[src/gfx_params.svh]
`ifndef GFX_PARAMS_SVH
`define GFX_PARAMS_SVH

// Raster geometry. Blanking comes first in each line and each frame.
`define GFX_H_ACTIVE 16
`define GFX_H_FRONT 2
`define GFX_H_SYNC 4
`define GFX_H_BACK 2

`define GFX_V_ACTIVE 12
`define GFX_V_FRONT 1
`define GFX_V_SYNC 2
`define GFX_V_BACK 1

// One pixel word holds three equal colour fields.
`define GFX_PIXEL_BITS 12
`define GFX_COLOR_BITS 4

// Counter widths, sized for the H and V totals (24 and 16).
`define GFX_X_BITS 5
`define GFX_Y_BITS 4

// Cycles from reset release to display enable.
`define GFX_ENABLE_DELAY 8

`endif

[src/gfx_pkg.sv]
`include "gfx_params.svh"

package gfx_pkg;

  typedef struct packed {
    logic [`GFX_COLOR_BITS-1:0] red;
    logic [`GFX_COLOR_BITS-1:0] grn;
    logic [`GFX_COLOR_BITS-1:0] blu;
  } rgb_t;

  // The framebuffer stores the raw word, scan-out reads it as colour fields.
  typedef union packed {
    logic [`GFX_PIXEL_BITS-1:0] raw;
    rgb_t                       rgb;
  } pixel_t;

  // One pixel of the draw stream.
  typedef struct packed {
    logic [`GFX_X_BITS-1:0] x;
    logic [`GFX_Y_BITS-1:0] y;
    pixel_t                 color;
  } draw_t;

endpackage

[src/vga_pkg.sv]
`include "gfx_params.svh"

package vga_pkg;

  // Raster position, in active-area coordinates while active is high.
  typedef struct packed {
    logic [`GFX_X_BITS-1:0] x;
    logic [`GFX_Y_BITS-1:0] y;
  } scan_pos_t;

  // Both syncs are active low.
  typedef struct packed {
    logic hsync;
    logic vsync;
    logic active;
  } sync_t;

endpackage

[src/gfx_demo.sv]
`timescale 1ns/1ps
`include "gfx_params.svh"

module gfx_demo import gfx_pkg::*; (
  input  logic                       clk,
  input  logic                       arst_n,
  output logic [`GFX_COLOR_BITS-1:0] vga_red,
  output logic [`GFX_COLOR_BITS-1:0] vga_grn,
  output logic [`GFX_COLOR_BITS-1:0] vga_blu,
  output logic                       vga_hsync,
  output logic                       vga_vsync
);

  // Draw stream from the pattern generator into the display engine.
  draw_t draw;
  logic  draw_valid;
  logic  draw_ready;

  gfx_test_pattern u_pattern (
    .clk        (clk),
    .arst_n     (arst_n),
    .draw_ready (draw_ready),
    .draw       (draw),
    .draw_valid (draw_valid),
    .draw_last  ()
  );

  gfx_vga u_vga (
    .clk        (clk),
    .arst_n     (arst_n),
    .draw       (draw),
    .draw_valid (draw_valid),
    .draw_ready (draw_ready),
    .vga_red    (vga_red),
    .vga_grn    (vga_grn),
    .vga_blu    (vga_blu),
    .vga_hsync  (vga_hsync),
    .vga_vsync  (vga_vsync)
  );

endmodule

[src/gfx_framebuffer.sv]
`timescale 1ns/1ps
`include "gfx_params.svh"

module gfx_framebuffer import gfx_pkg::*, vga_pkg::*; (
  input  logic      clk,
  input  logic      arst_n,
  input  draw_t     draw,
  input  logic      draw_valid,
  output logic      draw_ready,
  input  logic      rd_en,
  input  scan_pos_t rd_pos,
  output pixel_t    rd_data
);

  localparam int AX_BITS = $clog2(`GFX_H_ACTIVE);
  localparam int AY_BITS = $clog2(`GFX_V_ACTIVE);

  logic [`GFX_PIXEL_BITS-1:0] mem [0:`GFX_V_ACTIVE-1][0:`GFX_H_ACTIVE-1];
  logic                       wr_en;

  // Scan-out owns the port whenever it reads, writes take the spare cycles.
  assign draw_ready = !rd_en;
  assign wr_en      = draw_valid && draw_ready;

  // One port, so a cycle does either a read or a write.
  always_ff @(posedge clk) begin
    if (rd_en) begin
      rd_data.raw <= mem[rd_pos.y[AY_BITS-1:0]][rd_pos.x[AX_BITS-1:0]];
    end else if (wr_en) begin
      mem[draw.y[AY_BITS-1:0]][draw.x[AX_BITS-1:0]] <= draw.color.raw;
    end
  end

  // A write outside the stored area would alias onto another pixel.
  wr_range_a : assert property (@(posedge clk) disable iff (!arst_n)
    wr_en |-> (draw.x < `GFX_X_BITS'(`GFX_H_ACTIVE)) && (draw.y < `GFX_Y_BITS'(`GFX_V_ACTIVE)))
    else $error("framebuffer write outside the active area");

endmodule

[src/gfx_test_pattern.sv]
`timescale 1ns/1ps
`include "gfx_params.svh"

module gfx_test_pattern import gfx_pkg::*; (
  input  logic  clk,
  input  logic  arst_n,
  input  logic  draw_ready,
  output draw_t draw,
  output logic  draw_valid,
  output logic  draw_last
);

  localparam logic [`GFX_X_BITS-1:0] X_LAST = `GFX_X_BITS'(`GFX_H_ACTIVE - 1);
  localparam logic [`GFX_Y_BITS-1:0] Y_LAST = `GFX_Y_BITS'(`GFX_V_ACTIVE - 1);

  logic [`GFX_X_BITS-1:0] x_cnt;
  logic [`GFX_Y_BITS-1:0] y_cnt;
  logic                   done;

  always_ff @(posedge clk or negedge arst_n) begin
    if (!arst_n) begin
      x_cnt      <= '0;
      y_cnt      <= '0;
      draw_valid <= 1'b0;
      done       <= 1'b0;
    end else if (!done) begin
      if (!draw_valid) begin
        draw_valid <= 1'b1; // First clock out of reset.
      end else if (draw_ready) begin
        if (draw_last) begin
          draw_valid <= 1'b0;
          done       <= 1'b1;
        end else if (x_cnt == X_LAST) begin
          x_cnt <= '0;
          y_cnt <= y_cnt + 1'b1;
        end else begin
          x_cnt <= x_cnt + 1'b1;
        end
      end
    end
  end

  assign draw_last = (x_cnt == X_LAST) && (y_cnt == Y_LAST);

  // The colour is built through the rgb view of the pixel word.
  always_comb begin
    draw.x             = x_cnt;
    draw.y             = y_cnt;
    draw.color.rgb.red = x_cnt[`GFX_COLOR_BITS-1:0];
    draw.color.rgb.grn = y_cnt[`GFX_COLOR_BITS-1:0];
    draw.color.rgb.blu = x_cnt[`GFX_COLOR_BITS-1:0] ^ y_cnt[`GFX_COLOR_BITS-1:0];
  end

  // A stalled pixel must not change before it is taken.
  draw_hold_a : assert property (@(posedge clk) disable iff (!arst_n)
    draw_valid && !draw_ready |=> $stable(draw))
    else $error("draw changed while stalled");

endmodule

[src/gfx_vga.sv]
`timescale 1ns/1ps
`include "gfx_params.svh"

module gfx_vga import gfx_pkg::*, vga_pkg::*; (
  input  logic                       clk,
  input  logic                       arst_n,
  input  draw_t                      draw,
  input  logic                       draw_valid,
  output logic                       draw_ready,
  output logic [`GFX_COLOR_BITS-1:0] vga_red,
  output logic [`GFX_COLOR_BITS-1:0] vga_grn,
  output logic [`GFX_COLOR_BITS-1:0] vga_blu,
  output logic                       vga_hsync,
  output logic                       vga_vsync
);

  localparam int DLY_BITS = $clog2(`GFX_ENABLE_DELAY + 1);

  logic [DLY_BITS-1:0] en_cnt;
  logic                disp_en;
  scan_pos_t           pos;
  sync_t               sync;
  sync_t               sync_d;
  logic                rd_en;
  pixel_t              rd_data;

  // The draw side gets a head start before scan-out claims the port.
  always_ff @(posedge clk or negedge arst_n) begin
    if (!arst_n) begin
      en_cnt  <= '0;
      disp_en <= 1'b0;
    end else if (!disp_en) begin
      en_cnt <= en_cnt + 1'b1;
      if (en_cnt == DLY_BITS'(`GFX_ENABLE_DELAY - 1)) begin
        disp_en <= 1'b1;
      end
    end
  end

  vga_timing u_timing (
    .clk    (clk),
    .arst_n (arst_n),
    .enable (disp_en),
    .pos    (pos),
    .sync   (sync)
  );

  assign rd_en = disp_en && sync.active;

  gfx_framebuffer u_fb (
    .clk        (clk),
    .arst_n     (arst_n),
    .draw       (draw),
    .draw_valid (draw_valid),
    .draw_ready (draw_ready),
    .rd_en      (rd_en),
    .rd_pos     (pos),
    .rd_data    (rd_data)
  );

  // Sync and active wait one cycle for the read data, then all leave together.
  always_ff @(posedge clk or negedge arst_n) begin
    if (!arst_n) begin
      sync_d    <= '{hsync: 1'b1, vsync: 1'b1, active: 1'b0};
      vga_hsync <= 1'b1;
      vga_vsync <= 1'b1;
      vga_red   <= '0;
      vga_grn   <= '0;
      vga_blu   <= '0;
    end else begin
      sync_d    <= sync;
      vga_hsync <= sync_d.hsync;
      vga_vsync <= sync_d.vsync;
      vga_red   <= sync_d.active ? rd_data.rgb.red : '0;
      vga_grn   <= sync_d.active ? rd_data.rgb.grn : '0;
      vga_blu   <= sync_d.active ? rd_data.rgb.blu : '0;
    end
  end

endmodule

[src/vga_timing.sv]
`timescale 1ns/1ps
`include "gfx_params.svh"

module vga_timing import vga_pkg::*; (
  input  logic      clk,
  input  logic      arst_n,
  input  logic      enable,
  output scan_pos_t pos,
  output sync_t     sync
);

  localparam int H_BLANK = `GFX_H_FRONT + `GFX_H_SYNC + `GFX_H_BACK;
  localparam int H_TOTAL = H_BLANK + `GFX_H_ACTIVE;
  localparam int V_BLANK = `GFX_V_FRONT + `GFX_V_SYNC + `GFX_V_BACK;
  localparam int V_TOTAL = V_BLANK + `GFX_V_ACTIVE;

  localparam logic [`GFX_X_BITS-1:0] H_LAST   = `GFX_X_BITS'(H_TOTAL - 1);
  localparam logic [`GFX_X_BITS-1:0] HS_START = `GFX_X_BITS'(`GFX_H_FRONT);
  localparam logic [`GFX_X_BITS-1:0] HS_END   = `GFX_X_BITS'(`GFX_H_FRONT + `GFX_H_SYNC);
  localparam logic [`GFX_X_BITS-1:0] H_ACT    = `GFX_X_BITS'(H_BLANK);

  localparam logic [`GFX_Y_BITS-1:0] V_LAST   = `GFX_Y_BITS'(V_TOTAL - 1);
  localparam logic [`GFX_Y_BITS-1:0] VS_START = `GFX_Y_BITS'(`GFX_V_FRONT);
  localparam logic [`GFX_Y_BITS-1:0] VS_END   = `GFX_Y_BITS'(`GFX_V_FRONT + `GFX_V_SYNC);
  localparam logic [`GFX_Y_BITS-1:0] V_ACT    = `GFX_Y_BITS'(V_BLANK);

  logic [`GFX_X_BITS-1:0] h_cnt;
  logic [`GFX_Y_BITS-1:0] v_cnt;

  always_ff @(posedge clk or negedge arst_n) begin
    if (!arst_n) begin
      h_cnt <= '0;
      v_cnt <= '0;
    end else if (enable) begin
      if (h_cnt == H_LAST) begin
        h_cnt <= '0;
        if (v_cnt == V_LAST) begin
          v_cnt <= '0;
        end else begin
          v_cnt <= v_cnt + 1'b1;
        end
      end else begin
        h_cnt <= h_cnt + 1'b1;
      end
    end
  end

  // Each line and frame runs front porch, sync, back porch, then active.
  always_comb begin
    sync.hsync  = !((h_cnt >= HS_START) && (h_cnt < HS_END));
    sync.vsync  = !((v_cnt >= VS_START) && (v_cnt < VS_END));
    sync.active = (h_cnt >= H_ACT) && (v_cnt >= V_ACT);
    pos.x       = h_cnt - H_ACT; // Only meaningful while active.
    pos.y       = v_cnt - V_ACT;
  end

  // The horizontal sync pulse has a fixed width.
  hsync_width_a : assert property (@(posedge clk) disable iff (!arst_n || !enable)
    $fell(sync.hsync) |-> !sync.hsync [*`GFX_H_SYNC] ##1 sync.hsync)
    else $error("hsync pulse width wrong");

endmodule
[config.mk]
export PLATFORM = sky130hd
export DESIGN_NAME = gfx_demo
export DESIGN_NICKNAME = d
export VERILOG_FILES = /design/src/gfx_pkg.sv /design/src/vga_pkg.sv /design/src/gfx_demo.sv /design/src/gfx_framebuffer.sv /design/src/gfx_test_pattern.sv /design/src/gfx_vga.sv /design/src/vga_timing.sv
export VERILOG_INCLUDE_DIRS = /design/src
export SDC_FILE = /design/constraint.sdc
export NUM_CORES = 2
export LEC_CHECK = 0
export BUFFER_PORTS_ARGS = -buffer_cell sky130_fd_sc_hd__clkbuf_2
export CAP_MARGIN = 10
export CORE_UTILIZATION = 42
export CTS_CLUSTER_SIZE = 16
export DETAILED_ROUTE_END_ITERATION = 6
export PLACE_DENSITY = 0.54
export SLEW_MARGIN = 5
export SYNTH_ARGS = -nofsm -noshare
export SYNTH_HDL_FRONTEND = slang
export SYNTH_SLANG_ARGS = --single-unit
[constraint.sdc]
create_clock -name clk -period 23.4 [get_ports clk]
set_input_delay 2.34 -clock clk [delete_from_list [all_inputs] [get_ports clk]]
set_output_delay 2.34 -clock clk [all_outputs]
set_load 0.01 [all_outputs]
Word-level counts from Yosys, hierarchy flattened. Memories as Yosys holds them, arrays and structs flattened. Index checks and enable logic that the tools add are counted.

$lt $le $gt $ge: 9. Mux-type cells: 23. Bitwise operators: 6. Reduce and logical (&&, ||, !) cells: 13. Eq/ne operators: 5. Add/subtract/negate cells: 7.

Operators with widths (number): two-way mux 192 bit (1); binary-select mux 12 bit (select 4 bit) (1); demux 12 bit (select 4 bit) (1); two-way mux 12 bit (3); two-way mux 4 bit (4); adder 4 x 1 -> 4 bit (second input constant) (3); two-way mux 1 bit (11); adder 5 x 1 -> 5 bit (second input constant) (2); >= comparator 5 bit (second input constant) (2); two-way mux 5 bit (2); inverter 4 -> 5 bit (2); == test 4 bit (second input constant) (2); logical AND 1 bit (7); == test 5 x 4 -> 1 bit (second input constant) (1); == test 5 bit (second input constant) (1); >= comparator 5 x 2 -> 1 bit (second input constant) (1); >= comparator 5 x 4 -> 1 bit (second input constant) (1); less-than comparator 5 x 1 -> 1 bit (second input constant) (1); less-than comparator 5 x 3 -> 1 bit (second input constant) (1); AND reduction 5 bit (1); == test 4 x 3 -> 1 bit (second input constant) (1); >= comparator 4 x 1 -> 1 bit (second input constant) (1); >= comparator 4 x 3 -> 1 bit (second input constant) (1); less-than comparator 4 x 2 -> 1 bit (second input constant) (1); other kinds (7) (11).

Output and inout port bits: 14. Logic and storage cells: 81. Memories: 1. Input bits: 2. Bits in writable memories: 2304. Register bits: 54.

Memories: u_vga.u_fb.mem (words 12, bits a word 192, rd ports 1, clocked after memory_dff 0, write ports 1, line gfx_framebuffer.sv:18) `` logic [`GFX_PIXEL_BITS-1:0] mem [0:`GFX_V_ACTIVE-1][0:`GFX_H_ACTIVE-1]; ``.

Logic depth before layout (Yosys ltp).
Depth in word-level cells: 8. Mapped depth: 15. Depth with buffers taken out: 8.

Cells and area by module. From an unflattened synthesis, not the netlist that was laid out.

Cells, all modules: 4353. Area, all modules: 91676.7 um2.

By module, submodules not included: gfx_framebuffer (area an instance 89600.9 um2, times used 1, sequential area each 69546.7 um2, cells each 4177); gfx_vga (area an instance 720.7 um2, times used 1, sequential area each 555.5 um2, cells each 45); vga_timing (area an instance 706.9 um2, times used 1, sequential area each 225.2 um2, cells each 74); gfx_test_pattern (area an instance 648.1 um2, times used 1, sequential area each 275.3 um2, cells each 57).

Worst setup path after synthesis. No wires, ideal clock.

Kind: register to register. Start: reg u_pattern.x_cnt[2]. End: mem u_vga.u_fb.mem[0][110] in the netlist's numbering, data pin. Arrival: 7.847 ns. Setup time: 1.195 ns. Required time: 22.205 ns. Cell stages (with the launch flop): 3. Slack: 14.359 ns. Buffers on the path: 1. Clock period less this slack: 9.041 ns. Cell sequence: dfrtp_1 -> clkbuf_1 -> xor2_1.

RTL lines: from (decl) (line gfx_test_pattern.sv:16) `` logic [`GFX_X_BITS-1:0] x_cnt; ``; from (signal assigned) (line gfx_test_pattern.sv:37) `x_cnt <= x_cnt + 1'b1;`; to (decl) (line gfx_framebuffer.sv:18).

Worst setup path after layout.
Start: reg u_vga.u_timing.v_cnt[0]. End: reg u_vga.u_fb.rd_data[3] in the netlist's numbering, data pin.

Cells in the longest elaborated chain, start to end: 5.

RTL lines: from (decl) (line vga_timing.sv:28) `` logic [`GFX_Y_BITS-1:0] v_cnt; ``; from (signal assigned) (line vga_timing.sv:40) `v_cnt <= v_cnt + 1'b1;`; subtractor 4 x 3 -> 4 bit (line vga_timing.sv:54) `pos.y = v_cnt - V_ACT;`; memory (12 x 192 bit); binary-select mux 12 bit (select 4 bit) (line gfx_framebuffer.sv:28) `rd_data.raw <= mem[rd_pos.y[AY_BITS-1:0]][rd_pos.x[AX_BITS-1:0]];`; two-way mux 12 bit (not written as such) (2 in a row) (line gfx_framebuffer.sv:28); to (decl) (line gfx_framebuffer.sv:12) `output pixel_t rd_data`.

Every way passes these cells. The select of a mux whose other input is x is not followed. A chain may end at the register's enable or synchronous reset.

==> flow_summary.ini <==
[routing]
drt_pass1_iterations = 6
drt-wirelength-per-cell_um = 34.4
remaining_drc_errors = 0
routed_wl_um = 260000
drtIter0Drc = 5777
vias = 45400
viasPerCell = 6.00
ant_nets = 0

[worst_setup_path]
crit_top_cell = buf_4
slowest_stage = dfrtp_4
cp_slowest_stage_delay_ps = 830
cp_cell_sequence = buf_12, buf_4, buf_4, buf_4, buf_4, mux4_2, a221oi_1, o21ai_0, a211oi_1, a22oi_1
critical_path_required_ps = 23990
cp-start-kind = register
crit_path_end_kind = register
rr_worst_depth = 10
reg2reg_from = u_vga.u_timing.v_cnt[0]
r2r-end = u_vga.u_fb.rd_data[3]
worst_ep_arrival_time_ps = 6770
path_class = reg -> reg
rrSetupSlack_ps = 17230
cp_max_fo = 95

[clock_network]
cts.sinks = 2358
clk_pin_slew_ps = 60
cts-buffers-inserted = 235
cts_resized = 0
hold_buffers = 0
worstSkewPairLatency_ps = 880
htreeDepth = 4
root_buffer = clkbuf_16
cts_buffer_depth = 3
cts_setup_buffers = 0
cts_tree = built

[power]
finalPower_w = 0.00832
switching_share_pct = 19.5
intPower_w = 0.00670
pwr-share-comb_pct = 0
seqPwrFrac_pct = 54.9
power_switching_w = 0.00162
powerDensity_nw_per_um2 = 80.6
pwr-share-clk_pct = 45.1
peakVddDrop_mv = 0.0823
cellLeakagePower_nw = 32.8

[sta]
worstMarginPinSlew_ps = 1470
finalSetupViolations = 0
rsz0062_at_grt = false
finalSetupTns_ps = 0
hold_violations = 0
fin_crit_ps = 6170
fmax_mhz = 162
slew_headroom_pct = 2.03
fin_ws_ps = 17230
fin_crit_sh_pct = 26.4
fin_worst_skew_ps = 46.2
final_max_slew_viol_count = 0

[synthesis]
synth_cells = 4263
synth_edf_count = 2316
synth_area_um2 = 91200
syn_nets = 4281
seq_area_frac_synth_pct = 77.4
synth.avg_cell_area_um2 = 21.4
synth-seq-cells = 2358
ys_async_sr_fraction_pct = 1.78
synth_flop_cell = edfxtp_1
ys_types = 70
ys_warn_count = 0

[die]
start_util_pct = 42.4
die-height_um = 468
io_pins = 16
dieWidth_um = 468
dieArea_um2 = 219000
rows = 170
core-area_um2 = 215000

[worst_hold_path]
hold_class = reg -> reg
min-delay-start = u_vga.sync_d[1]
holdPathEnd = u_vga.vga_vsync
whs_path_depth = 0

[place]
pre_cts_slack_ps = 17120
io_buffer_count = 15
postPlaceCellArea_um2 = 95500
hpwl_um = 156000
place_congestion = 0.864

[cells_and_area]
nets = 4534
final_core_util_pct = 48.0
syn_to_final_growth_pct = 13.2
fin_area_um2 = 103000
drive_gt1_share_pct = 26.4

[global_route]
grt-ovfl-total = 0
grt_pass1_vias = 45100
grt_first_pass_wirelength_um = 364000
grt_max_degree = 193
antenna_found_initial = 12
grtUsageTotal_pct = 23.9

[job]
drv_cap = 0

[outcome]
status = complete, no violations
## Yosys cell counts, types with 6 or more instances
| cell type | number | area share (%) |
|---|---|---|
| mux4_2 | 520 | 13 |
| buf_12 | 6 | 0.13 |
| nand4_1 | 8 | 0.055 |
| nor2b_1 | 12 | 0.082 |
| edfxtp_1 | 2316 | 76 |
| o211ai_1 | 9 | 0.074 |
| or4_1 | 10 | 0.082 |
| mux2i_1 | 180 | 2.0 |
| nand2_1 | 138 | 0.57 |
| nand2b_1 | 10 | 0.069 |
| inv_1 | 11 | 0.045 |
| a31oi_1 | 25 | 0.17 |
| ha_1 | 16 | 0.22 |
| o22ai_1 | 48 | 0.33 |
| o221ai_1 | 13 | 0.12 |
| mux2_2 | 18 | 0.22 |
| buf_6 | 36 | 0.44 |
| nand3_1 | 30 | 0.16 |
| buf_4 | 25 | 0.21 |
| dfrtp_1 | 38 | 1.0 |
| and2_1 | 20 | 0.14 |
| nor2_1 | 232 | 0.96 |
| a22o_1 | 16 | 0.15 |
| a211oi_1 | 18 | 0.15 |
| a21oi_1 | 58 | 0.32 |
| xnor2_1 | 8 | 0.077 |
| or3_1 | 6 | 0.041 |
| buf_1 | 11 | 0.045 |
| a22oi_1 | 84 | 0.69 |
| nor4_1 | 7 | 0.048 |
| clkbuf_1 | 92 | 0.38 |
| buf_8 | 6 | 0.099 |
| a221oi_1 | 25 | 0.24 |
| buf_2 | 70 | 0.38 |
| o21ai_0 | 50 | 0.27 |
| nor3_1 | 18 | 0.099 |
## per-stage QoR
stage               cells  hold slack [ps]
floorplan            4263              345
global placement     7111              353
detailed placement   7115              353
CTS                  7559              359
global route         7562              362
finish               7563              357
## worst max-delay path, delay by kind of cell, from the launching register on
family                 cells  cell delay [ps]
multiplexers               1              600
buffers and inverters      5             3050
flip-flops                 1              830
AO/OA/AOI/OAI              4             1180
## state kept, by name, indices dropped and copies added, names as in the netlist, 3 cells and up
register	count
u_pattern.x_cnt	5
u_pattern.y_cnt	4
u_vga.en_cnt	4
u_vga.sync_d	3
u_vga.u_fb.mem	2304
u_vga.u_fb.rd_data	12
u_vga.u_timing.h_cnt	5
u_vga.u_timing.v_cnt	4
u_vga.vga_blu	4
u_vga.vga_grn	4
u_vga.vga_red	4
## per-layer routing
layer	global-route usage (%)	part of all wire (%)	up-vias
li1	-	-	18400
met1	34.6	42	24800
met2	36.4	46	1867
met3	4.69	7.8	365
met4	7.91	3.4	6
met5	0	0.015	-
## worst max-delay path by stage
| stage | startpoint | endpoint | slack [ps] | cells past startpoint |
|---|---|---|---|---|
| floorplan | u_pattern.x_cnt[2] | u_vga.u_fb.mem[0][110] | 14360 | 2 |
| global placement | u_vga.u_timing.v_cnt[0] | u_vga.u_fb.rd_data[3] | 17210 | 10 |
| detailed placement | u_vga.u_timing.v_cnt[0] | u_vga.u_fb.rd_data[5] | 17120 | 10 |
| CTS | u_vga.u_timing.v_cnt[0] | u_vga.u_fb.rd_data[5] | 17120 | 10 |
| global route | u_vga.u_timing.v_cnt[0] | u_vga.u_fb.rd_data[6] | 16690 | 11 |
| finish | u_vga.u_timing.v_cnt[0] | u_vga.u_fb.rd_data[3] | 17230 | 10 |
## cell usage in the layout (no fill, tap or decap), types with 13 or more instances in the layout
master / synthesis / layout
clkbuf_1: 92 / 40
nor3_1: 18 / 17
and2_1: 20 / 19
clkinv_2: 0 / 60
a22oi_1: 84 / 84
dfrtp_4: 0 / 13
nor2_1: 232 / 176
nand2_1: 138 / 138
nor2_2: 0 / 53
clkbuf_16: 0 / 238
nand3_1: 30 / 30
bufinv_16: 0 / 23
o221ai_1: 13 / 13
mux4_2: 520 / 520
buf_4: 25 / 238
mux2_2: 18 / 18
clkbuf_2: 0 / 15
a211oi_1: 18 / 18
a221oi_1: 25 / 24
o21ai_0: 50 / 50
a22o_1: 16 / 16
o22ai_1: 48 / 48
clkinv_1: 3 / 58
ha_1: 16 / 15
edfxtp_1: 2316 / 2316
dfrtp_1: 38 / 25
a31oi_1: 25 / 25
mux2i_1: 180 / 180
a21oi_1: 58 / 58
## logic make-up (layout without fill, tap and decap cells)
family / count (synthesis) / count (layout) / share of synthesized area [%]
multiplexers: 718 / 718 / 15.0
AO/OA/AOI/OAI: 391 / 391 / 2.98
adder cells (fa/ha/maj): 16 / 16 / 0.220
AND/OR/NAND/NOR: 507 / 507 / 2.44
buffers and inverters: 261 / 721 / 1.75
other: 0 / 2 / 0
XOR/XNOR: 12 / 12 / 0.115
flip-flops: 2358 / 2358 / 77.4
## power groups by stage
stage	Clock, W	Sequential, W	Combinational, W
after global placement	0	0.00465	0.00000196
final	0.00375	0.00456	0.00000190
after global routing	0.00396	0.00456	0.00000216
after detailed placement	0	0.00465	0.00000199
after CTS	0.00380	0.00456	0.00000199
after floorplan	0	0.00465	0.00000000737
## final cells by class
type	count	area (um^2)
Sequential cell	2358	70700
Clock buffer	284	6190
Antenna cell	2	5.00
Tap cell	2838	3550
Timing Repair Buffer	262	2030
Inverter	15	58.8
Clock inverter	160	1460
Fill cell	17400	112000
Multi-Input combinational cell	1644	19200
Power figures use the tool's default switching activity.
